===== config.mk =====
export PLATFORM = sky130hd
export DESIGN_NAME = stbuf_top
export DESIGN_NICKNAME = d
export VERILOG_FILES = /design/src/hw/stbuf_pkg.sv /design/src/hw/stbuf_alloc.sv /design/src/hw/stbuf_resolve.sv /design/src/hw/stbuf_entries.sv /design/src/hw/stbuf_fwd.sv /design/src/hw/stbuf_top.sv
export SDC_FILE = /design/constraint.sdc
export NUM_CORES = 1
export LEC_CHECK = 0
export BUFFER_PORTS_ARGS = -buffer_cell sky130_fd_sc_hd__buf_2
export CORE_MARGIN = 10
export CORE_UTILIZATION = 25
export CTS_CLUSTER_DIAMETER = 40
export DETAILED_ROUTE_END_ITERATION = 10
export PLACE_DENSITY_LB_ADDON = 0.05
export SYNTH_ARGS = -nofsm -noshare
export SYNTH_HDL_FRONTEND = slang
export SYNTH_SLANG_ARGS = --single-unit

===== constraint.sdc =====
create_clock -name clk -period 6.4 [get_ports clk]
set_clock_uncertainty 0.1 [all_clocks]
set_input_delay 0.32 -clock clk [delete_from_list [all_inputs] [get_ports clk]]
set_output_delay 0.32 -clock clk [all_outputs]
set_load 0.05 [all_outputs]

===== src/hw/stbuf_pkg.sv =====
// store buffer common definitions
`default_nettype none

package stbuf_pkg;

   // --------------------
   // buffer geometry
   localparam int SB_DEPTH    = 4;
   localparam int SB_PTR_W    = $clog2(SB_DEPTH);
   localparam int SB_DATA_W   = 32;
   localparam int SB_BYTE_W   = 4;
   localparam int SB_ADDR_W   = 16;
   localparam int SB_BANK_LSB = 2;   // picks lo or hi bank

   typedef logic [SB_ADDR_W-1:0] sb_addr_t;
   typedef logic [SB_DATA_W-1:0] sb_data_t;
   typedef logic [SB_BYTE_W-1:0] sb_byteen_t;
   typedef logic [SB_PTR_W-1:0]  sb_ptr_t;
   typedef logic [SB_PTR_W:0]    sb_count_t;   // 0 up to SB_DEPTH
   typedef logic [1:0]           sb_size_t;

   // --------------------
   // access sizes
   localparam sb_size_t SIZE_BYTE = 2'd0;
   localparam sb_size_t SIZE_HALF = 2'd1;
   localparam sb_size_t SIZE_WORD = 2'd2;

   // offset of the last byte touched by an access
   function automatic logic [SB_BANK_LSB-1:0] sb_last_byte(input sb_size_t size);
      case (size)
         SIZE_BYTE: sb_last_byte = 2'd0;
         SIZE_HALF: sb_last_byte = 2'd1;
         SIZE_WORD: sb_last_byte = 2'd3;
         default:   sb_last_byte = 2'd0;   // unused code
      endcase
   endfunction

endpackage

`default_nettype wire


===== src/hw/stbuf_alloc.sv =====
// store buffer entry allocation
`timescale 1ns/1ps
`default_nettype none

module stbuf_alloc (
   input  logic                                        clk,
   input  logic                                        rst_n,
   input  logic                                        store_valid,
   input  stbuf_pkg::sb_addr_t                         store_addr,
   input  stbuf_pkg::sb_size_t                         store_size,
   input  stbuf_pkg::sb_data_t                         store_data_lo,
   input  stbuf_pkg::sb_data_t                         store_data_hi,
   output logic [stbuf_pkg::SB_DEPTH-1:0]              wr_en,
   output stbuf_pkg::sb_ptr_t                          wr_ptr,
   output logic                                        alloc_valid,
   output logic                                        alloc_dual,
   output stbuf_pkg::sb_addr_t   [stbuf_pkg::SB_DEPTH-1:0] in_addr,
   output stbuf_pkg::sb_byteen_t [stbuf_pkg::SB_DEPTH-1:0] in_byteen,
   output stbuf_pkg::sb_data_t   [stbuf_pkg::SB_DEPTH-1:0] in_data
);

   import stbuf_pkg::*;

   localparam int EXT_W = 2 * SB_BYTE_W;   // both banks side by side

   logic [SB_BANK_LSB-1:0] last_byte;
   logic [EXT_W-1:0]       size_mask;
   logic [EXT_W-1:0]       byteen_ext;
   sb_byteen_t             byteen_lo;
   sb_byteen_t             byteen_hi;
   sb_addr_t               end_addr;
   logic                   dual;
   sb_ptr_t                wr_ptr_p1;
   sb_ptr_t                wr_ptr_nxt;

   // --------------------
   // byte enables and split
   assign last_byte  = sb_last_byte(store_size);
   assign size_mask  = (EXT_W'(2) << last_byte) - EXT_W'(1);
   assign byteen_ext = size_mask << store_addr[SB_BANK_LSB-1:0];
   assign byteen_lo  = byteen_ext[SB_BYTE_W-1:0];
   assign byteen_hi  = byteen_ext[EXT_W-1:SB_BYTE_W];

   assign end_addr = store_addr + sb_addr_t'(last_byte);
   assign dual     = (store_addr[SB_BANK_LSB] != end_addr[SB_BANK_LSB]);   // crosses banks

   assign alloc_valid = store_valid;
   assign alloc_dual  = store_valid & dual;

   // --------------------
   // entry write selects
   assign wr_ptr_p1  = wr_ptr + 1'b1;
   assign wr_ptr_nxt = dual ? wr_ptr + SB_PTR_W'(2) : wr_ptr_p1;

   for (genvar i = 0; i < SB_DEPTH; i++) begin : g_entry
      logic sel_lo;
      logic sel_hi;

      assign sel_lo = (wr_ptr == sb_ptr_t'(i));
      assign sel_hi = dual & (wr_ptr_p1 == sb_ptr_t'(i));   // second half of a split store

      assign wr_en[i]     = store_valid & (sel_lo | sel_hi);
      assign in_addr[i]   = sel_lo ? store_addr    : end_addr;
      assign in_byteen[i] = sel_lo ? byteen_lo     : byteen_hi;
      assign in_data[i]   = sel_lo ? store_data_lo : store_data_hi;
   end

   always_ff @(posedge clk) begin
      if (!rst_n) begin
         wr_ptr <= '0;
      end else if (store_valid) begin
         wr_ptr <= wr_ptr_nxt;   // one or two entries
      end
   end

endmodule

`default_nettype wire


===== src/hw/stbuf_resolve.sv =====
// store commit resolution
`timescale 1ns/1ps
`default_nettype none

module stbuf_resolve (
   input  logic                           clk,
   input  logic                           rst_n,
   input  logic                           alloc_valid,
   input  logic                           alloc_dual,
   input  stbuf_pkg::sb_ptr_t             wr_ptr,
   input  logic                           commit,
   output logic [stbuf_pkg::SB_DEPTH-1:0] drain_en,
   output logic [stbuf_pkg::SB_DEPTH-1:0] flush_en
);

   import stbuf_pkg::*;

   logic                vld_dc4;
   logic                vld_dc5;
   logic                dual_dc4;
   logic                dual_dc5;
   sb_ptr_t             ptr_dc4;
   sb_ptr_t             ptr_dc5;
   sb_ptr_t             ptr_dc5_p1;
   logic [SB_DEPTH-1:0] resolve_en;

   // --------------------
   // dc3 -> dc5 staging
   always_ff @(posedge clk) begin
      if (!rst_n) begin
         vld_dc4 <= 1'b0;
         vld_dc5 <= 1'b0;
      end else begin
         vld_dc4 <= alloc_valid;
         vld_dc5 <= vld_dc4;
      end
   end

   always_ff @(posedge clk) begin
      dual_dc4 <= alloc_dual;
      dual_dc5 <= dual_dc4;
      ptr_dc4  <= wr_ptr;    // pointer the store was written at
      ptr_dc5  <= ptr_dc4;
   end

   assign ptr_dc5_p1 = ptr_dc5 + 1'b1;

   // one or two entries resolved in dc5
   for (genvar i = 0; i < SB_DEPTH; i++) begin : g_mark
      assign resolve_en[i] = vld_dc5 & ((ptr_dc5 == sb_ptr_t'(i)) |
                                        (dual_dc5 & (ptr_dc5_p1 == sb_ptr_t'(i))));
   end

   assign drain_en = resolve_en & {SB_DEPTH{commit}};
   assign flush_en = resolve_en & {SB_DEPTH{~commit}};

endmodule

`default_nettype wire


===== src/hw/stbuf_entries.sv =====
// store buffer entry storage and drain
`timescale 1ns/1ps
`default_nettype none

module stbuf_entries (
   input  logic                                            clk,
   input  logic                                            rst_n,
   input  logic [stbuf_pkg::SB_DEPTH-1:0]                  wr_en,
   input  stbuf_pkg::sb_addr_t   [stbuf_pkg::SB_DEPTH-1:0] in_addr,
   input  stbuf_pkg::sb_byteen_t [stbuf_pkg::SB_DEPTH-1:0] in_byteen,
   input  stbuf_pkg::sb_data_t   [stbuf_pkg::SB_DEPTH-1:0] in_data,
   input  logic [stbuf_pkg::SB_DEPTH-1:0]                  drain_en,
   input  logic [stbuf_pkg::SB_DEPTH-1:0]                  flush_en,
   input  logic                                            drain_ack,
   output logic [stbuf_pkg::SB_DEPTH-1:0]                  entry_vld,
   output logic [stbuf_pkg::SB_DEPTH-1:0]                  entry_flush,
   output stbuf_pkg::sb_addr_t   [stbuf_pkg::SB_DEPTH-1:0] entry_addr,
   output stbuf_pkg::sb_byteen_t [stbuf_pkg::SB_DEPTH-1:0] entry_byteen,
   output stbuf_pkg::sb_data_t   [stbuf_pkg::SB_DEPTH-1:0] entry_data,
   output logic                                            drain_req,
   output logic                                            drain_flushed,
   output stbuf_pkg::sb_addr_t                             drain_addr,
   output stbuf_pkg::sb_byteen_t                           drain_byteen,
   output stbuf_pkg::sb_data_t                             drain_data,
   output logic                                            full,
   output logic                                            empty
);

   import stbuf_pkg::*;

   logic [SB_DEPTH-1:0] entry_drain;   // committed, waiting for ack
   logic [SB_DEPTH-1:0] clr;
   logic                pop;
   sb_ptr_t             rd_ptr;
   sb_count_t           count;

   // --------------------
   // status bits
   assign pop = drain_ack | drain_flushed;

   for (genvar i = 0; i < SB_DEPTH; i++) begin : g_clr
      assign clr[i] = pop & (rd_ptr == sb_ptr_t'(i));
   end

   always_ff @(posedge clk) begin
      if (!rst_n) begin
         entry_vld   <= '0;
         entry_drain <= '0;
         entry_flush <= '0;
      end else begin
         entry_vld   <= (entry_vld | wr_en) & ~clr;
         entry_drain <= (entry_drain | drain_en) & ~clr;
         entry_flush <= (entry_flush | flush_en) & ~clr;
      end
   end

   // payload
   always_ff @(posedge clk) begin
      for (int i = 0; i < SB_DEPTH; i++) begin
         if (wr_en[i]) begin
            entry_addr[i]   <= in_addr[i];
            entry_byteen[i] <= in_byteen[i];
            entry_data[i]   <= in_data[i];
         end
      end
   end

   // --------------------
   // head of buffer
   always_ff @(posedge clk) begin
      if (!rst_n) begin
         rd_ptr <= '0;
      end else if (pop) begin
         rd_ptr <= rd_ptr + 1'b1;
      end
   end

   assign drain_req     = entry_drain[rd_ptr];
   assign drain_flushed = entry_flush[rd_ptr];   // retires without an ack
   assign drain_addr    = entry_addr[rd_ptr];
   assign drain_byteen  = entry_byteen[rd_ptr];
   assign drain_data    = entry_data[rd_ptr];

   // --------------------
   // occupancy
   always_comb begin
      count = '0;
      for (int i = 0; i < SB_DEPTH; i++) begin
         count = count + sb_count_t'(entry_vld[i]);
      end
   end

   // leave room for a split store
   assign full  = (count > sb_count_t'(SB_DEPTH - 2));
   assign empty = (count == '0);

endmodule

`default_nettype wire


===== src/hw/stbuf_fwd.sv =====
// store to load forwarding
`timescale 1ns/1ps
`default_nettype none

module stbuf_fwd (
   input  logic                                            clk,
   input  logic                                            rst_n,
   input  logic                                            load_cmp_en,
   input  stbuf_pkg::sb_addr_t                             load_addr,
   input  stbuf_pkg::sb_size_t                             load_size,
   input  stbuf_pkg::sb_ptr_t                              wr_ptr,
   input  logic [stbuf_pkg::SB_DEPTH-1:0]                  entry_vld,
   input  logic [stbuf_pkg::SB_DEPTH-1:0]                  entry_flush,
   input  stbuf_pkg::sb_addr_t   [stbuf_pkg::SB_DEPTH-1:0] entry_addr,
   input  stbuf_pkg::sb_byteen_t [stbuf_pkg::SB_DEPTH-1:0] entry_byteen,
   input  stbuf_pkg::sb_data_t   [stbuf_pkg::SB_DEPTH-1:0] entry_data,
   output stbuf_pkg::sb_byteen_t                           fwd_byteen_lo,
   output stbuf_pkg::sb_byteen_t                           fwd_byteen_hi,
   output stbuf_pkg::sb_data_t                             fwd_data_lo,
   output stbuf_pkg::sb_data_t                             fwd_data_hi
);

   import stbuf_pkg::*;

   sb_addr_t            load_end;
   logic                load_dual;
   logic                cmp_en_hi;
   logic [SB_DEPTH-1:0] match_lo;
   logic [SB_DEPTH-1:0] match_hi;
   sb_byteen_t          byteen_lo_nxt;
   sb_byteen_t          byteen_hi_nxt;
   sb_data_t            data_lo_nxt;
   sb_data_t            data_hi_nxt;

   // --------------------
   // dc2 address compare
   assign load_end  = load_addr + sb_addr_t'(sb_last_byte(load_size));
   assign load_dual = (load_addr[SB_BANK_LSB] != load_end[SB_BANK_LSB]);
   assign cmp_en_hi = load_cmp_en & load_dual;   // hi bank only for split loads

   for (genvar i = 0; i < SB_DEPTH; i++) begin : g_match
      logic live;

      assign live        = entry_vld[i] & ~entry_flush[i];
      assign match_lo[i] = load_cmp_en & live &
         (entry_addr[i][SB_ADDR_W-1:SB_BANK_LSB] == load_addr[SB_ADDR_W-1:SB_BANK_LSB]);
      assign match_hi[i] = cmp_en_hi & live &
         (entry_addr[i][SB_ADDR_W-1:SB_BANK_LSB] == load_end[SB_ADDR_W-1:SB_BANK_LSB]);
   end

   // oldest first from wr_ptr so the newest store lands last
   always_comb begin
      sb_ptr_t idx;

      byteen_lo_nxt = '0;
      byteen_hi_nxt = '0;
      data_lo_nxt   = '0;
      data_hi_nxt   = '0;
      for (int k = 0; k < SB_DEPTH; k++) begin
         idx = wr_ptr + sb_ptr_t'(k);
         for (int b = 0; b < SB_BYTE_W; b++) begin
            if (match_lo[idx] & entry_byteen[idx][b]) begin
               byteen_lo_nxt[b]      = 1'b1;
               data_lo_nxt[8*b +: 8] = entry_data[idx][8*b +: 8];
            end
            if (match_hi[idx] & entry_byteen[idx][b]) begin
               byteen_hi_nxt[b]      = 1'b1;
               data_hi_nxt[8*b +: 8] = entry_data[idx][8*b +: 8];
            end
         end
      end
   end

   // --------------------
   // dc3 result
   always_ff @(posedge clk) begin
      if (!rst_n) begin
         fwd_byteen_lo <= '0;
         fwd_byteen_hi <= '0;
         fwd_data_lo   <= '0;
         fwd_data_hi   <= '0;
      end else begin
         fwd_byteen_lo <= byteen_lo_nxt;
         fwd_byteen_hi <= byteen_hi_nxt;
         fwd_data_lo   <= data_lo_nxt;
         fwd_data_hi   <= data_hi_nxt;
      end
   end

endmodule

`default_nettype wire


===== src/hw/stbuf_top.sv =====
// store buffer top level
`timescale 1ns/1ps
`default_nettype none

module stbuf_top (
   input  logic                  clk,
   input  logic                  rst_n,
   // dc3 store
   input  logic                  store_valid,
   input  stbuf_pkg::sb_addr_t   store_addr,
   input  stbuf_pkg::sb_size_t   store_size,
   input  stbuf_pkg::sb_data_t   store_data_lo,
   input  stbuf_pkg::sb_data_t   store_data_hi,
   // dc5 resolve
   input  logic                  commit,
   // drain port
   output logic                  drain_req,
   output logic                  drain_flushed,
   output stbuf_pkg::sb_addr_t   drain_addr,
   output stbuf_pkg::sb_byteen_t drain_byteen,
   output stbuf_pkg::sb_data_t   drain_data,
   input  logic                  drain_ack,
   output logic                  full,
   output logic                  empty,
   // load forwarding
   input  logic                  load_cmp_en,
   input  stbuf_pkg::sb_addr_t   load_addr,
   input  stbuf_pkg::sb_size_t   load_size,
   output stbuf_pkg::sb_byteen_t fwd_byteen_lo,
   output stbuf_pkg::sb_byteen_t fwd_byteen_hi,
   output stbuf_pkg::sb_data_t   fwd_data_lo,
   output stbuf_pkg::sb_data_t   fwd_data_hi
);

   import stbuf_pkg::*;

   logic [SB_DEPTH-1:0]              wr_en;
   sb_ptr_t                          wr_ptr;
   logic                             alloc_valid;
   logic                             alloc_dual;
   sb_addr_t   [SB_DEPTH-1:0]        in_addr;
   sb_byteen_t [SB_DEPTH-1:0]        in_byteen;
   sb_data_t   [SB_DEPTH-1:0]        in_data;
   logic [SB_DEPTH-1:0]              drain_en;
   logic [SB_DEPTH-1:0]              flush_en;
   logic [SB_DEPTH-1:0]              entry_vld;
   logic [SB_DEPTH-1:0]              entry_flush;
   sb_addr_t   [SB_DEPTH-1:0]        entry_addr;
   sb_byteen_t [SB_DEPTH-1:0]        entry_byteen;
   sb_data_t   [SB_DEPTH-1:0]        entry_data;

   stbuf_alloc u_alloc (
      .clk, .rst_n, .store_valid, .store_addr, .store_size,
      .store_data_lo, .store_data_hi,
      .wr_en, .wr_ptr, .alloc_valid, .alloc_dual,
      .in_addr, .in_byteen, .in_data
   );

   stbuf_resolve u_resolve (
      .clk, .rst_n, .alloc_valid, .alloc_dual, .wr_ptr, .commit,
      .drain_en, .flush_en
   );

   stbuf_entries u_entries (
      .clk, .rst_n, .wr_en, .in_addr, .in_byteen, .in_data,
      .drain_en, .flush_en, .drain_ack,
      .entry_vld, .entry_flush, .entry_addr, .entry_byteen, .entry_data,
      .drain_req, .drain_flushed, .drain_addr, .drain_byteen, .drain_data,
      .full, .empty
   );

   // sees entries written before the load's dc2 cycle
   stbuf_fwd u_fwd (
      .clk, .rst_n, .load_cmp_en, .load_addr, .load_size, .wr_ptr,
      .entry_vld, .entry_flush, .entry_addr, .entry_byteen, .entry_data,
      .fwd_byteen_lo, .fwd_byteen_hi, .fwd_data_lo, .fwd_data_hi
   );

endmodule

`default_nettype wire


==> run metrics <==
status=completed; Worst Setup Path Type=flop to flop; vias in the first global route=about 18000; global-route usage over all layers=roughly 18%; Fmax=between 200 and 250 MHz; Slew Limit Fails=0; Crit Path Max Fanout=50; ys flop type=edfxtp_1; largest area contributor in the netlist=edfxtp_1; synth top area cells=edfxtp_1, mux4_2, dfxtp_1; Slew HR=24.7%; reg2reg start=u_alloc.wr_ptr[1]; largest family of logic cells by synthesized area=multiplexers; DRC viols=0; Gate Count Post-Synth=roughly 1800; most frequent cells in the layout=buf_2, edfxtp_1, mux4_2; post-route ant nets=0; PnR worst setup slack=approximately 1.6 ns; Critical Path AT=5.16 ns; via count=17484; slowest CP cell=dfxtp_4; largest net degree at the start of global routing=89; crit-path cells=inv_1 > ha_4 > clkinv_1 > a211oi_2 > nor3_4 > a2111oi_4 > a22o_1 > mux2_2 > nand3_1 > o21ai_1; unrepaired setup endpoints after global routing=no; core area=slightly below 0.09 mm2; peak supply drop=between 0.00015 and 0.0002 V; Synth Area in Compound Gates=between 10% and 20%; share of cells above drive strength 1=35.9%; fraction of registers with async set/reset=0%; Starting Density=between 20% and 30%; adder-cell area share of the yosys netlist=1.38%; Mapped Area=approximately 0.022 mm2; syn_nets=around 2000; Layout area overhead=26.7%; via density per instance=5.21; FP Rows=roughly 110; Final Critical Period=about 4.8 ns; Setup Buffers After CTS=0; H-tree depth=3; EDFF count, synth=208; CTS Buf Count=72; routability cong.=around 0.9; final instance area=0.0277 mm2; post-synthesis xor/xnor area fraction=approximately 5.3%; Placement Setup Slack=between 1 and 1.5 ns; die width=approximately 320 um; fillers=between 8000 and 9000; clk sinks=just over 300; Pre-Repair DR Iteration Count=7; worst slew pin tran=about 1.1 ns; Tcrit/Tclk final=approximately three quarters; cell family with most CP delay=compound AO/OA/AOI/OAI gates; Max-Cap Viols=0; clock slew at reported path FFs=~0.050 ns; Root Driver=clkbuf_16; power per cell area=roughly 310 mW/mm2; Die Ht=between 300 and 400 um; multiplexer share of the synthesized area=29.6%; DR iter-0 viols=around 1100; library cells used by synthesis=~100; placed instance area=~0.024 mm2; setup_tns=0 ns; HP Start=store_addr[3]; crit end category=flop; DP HPWL=around 62000 um; Reg2Reg Setup Slack=about 1.6 ns; Clock Latency Late Sink=0.62 ns; Synth Area in Simple Gates=about 11%; fin nets=2269; CP Depth=10; final setup vio count=0; final WL=89000 um; PortBufs=233; antenna violations before repair=3; Syn Area/Cell=roughly 12 um2; Ys Warns=0; global-route wire length before repair=~130000 um; Hold Fails Final Rpt=0; commonest non-fill, non-tap cell in the layout=buf_2; worst hold stages=2; wire per inst=between 20 and 30 um; Ports=~230; worst path bufs/invs=2; Seq/Total Area, Yosys=a little under two fifths; worst stage delay on the critical path=roughly 0.86 ns; CTS tree=done; Synth Register Bits=304; cells on worst reg2reg path=10; clk buf depth=3; Worst Path Required=a little under 7 ns; CP startpoint kind=flop; die footprint=0.0997 mm2; WHS Endpoint=u_entries.entry_addr[3]; Synth top area share=~29%; Antenna diodes=0; P_leak=between 9 and 10 nW; minimum hold slack=a little over 0.05 ns; Reg-to-Reg End=u_fwd.fwd_data_lo[20]; Hold Crit Class=primary input to flop; post-layout util=31.9%; grt ovf=0
## cells in the mapped netlist (25+ instances only)
cell type / instances
inv_1: 41
a22o_1: 34
o21ai_0: 39
mux2i_1: 27
nand3_1: 62
nand2_1: 126
mux4_2: 189
mux2_2: 167
nor2_1: 129
nor2b_1: 27
edfxtp_1: 208
buf_1: 31
clkbuf_1: 80
xnor2_1: 39
buf_2: 25
a21oi_1: 56
xor2_1: 88
dfxtp_1: 96
## layer usage
metal	routed length, um	global-route usage (%)	part of all wire [%]
met4	2770	6.39	3.1
met2	44000	29.7	49
met3	4410	3.23	5.0
met1	37800	22.1	43
met5	27	0	0.030
## where the power goes
group	switching (W)	internal [W]
clock network	0.00128	0.00242
logic	0.00147	0.000941
registers	0.000209	0.00231
total	0.00296	0.00568
## worst max-delay path by stage
stage                            endpoint  slack, ns              start
CTS                 u_fwd.fwd_data_hi[12]       1.57  u_alloc.wr_ptr[1]
global placement    u_fwd.fwd_data_hi[12]       1.05       load_size[0]
finish              u_fwd.fwd_data_lo[20]       1.63  u_alloc.wr_ptr[1]
detailed placement  u_fwd.fwd_data_hi[12]       1.03       load_size[0]
floorplan           u_fwd.fwd_data_lo[24]       1.80  u_alloc.wr_ptr[0]
global route        u_fwd.fwd_data_hi[12]       1.36  u_alloc.wr_ptr[1]
## cell families after synthesis
kind of cell	after synthesis
AND/OR/NAND/NOR	479
multiplexers	386
AO/OA/AOI/OAI	332
flip-flops	304
buffers and inverters	190
XOR/XNOR	129
adder cells (fa/ha/maj)	23
## registers in the layout, summed over array words and instances, names as in the netlist, 2 cells and up
register                count
u_entries.entry_data      128
u_entries.entry_addr       64
u_fwd.fwd_data_hi          32
u_fwd.fwd_data_lo          32
u_entries.entry_byteen     16
u_entries.entry_drain       4
u_entries.entry_flush       4
u_entries.entry_vld         4
u_fwd.fwd_byteen_hi         4
u_fwd.fwd_byteen_lo         4
u_alloc.wr_ptr              2
u_entries.rd_ptr            2
u_resolve.ptr_dc4           2
u_resolve.ptr_dc5           2
## cell type report
class | instances | area, um2 | area share [%]
Multi-Input combinational cell | 1349 | 13000 | 46.9
Timing Repair Buffer | 369 | 2480 | 8.94
Clock inverter | 44 | 499 | 1.80
Clock buffer | 89 | 1940 | 6.99
Sequential cell | 304 | 8180 | 29.5
Tap cell | 1155 | 1450 | 5.22
Inverter | 44 | 165 | 0.596
## what timing repair did
| action | 4_1_cts | 5_1_grt |
|---|---|---|
| hold buffers | 111 | 0 |
| resized for setup | 0 | 0 |
| endpoints found under the setup margin | 0 | 0 |
| endpoints found under the hold margin | 178 | 0 |
## metrics by stage
step	power (W)	std cells
final	0.00864	3354
after global routing	0.00902	3354
after CTS	0.00878	3354
after detailed placement	0.00494	3110
after global placement	0.00493	3110
after floorplan	0.00418	1843
(Power assumes the default switching activity.)
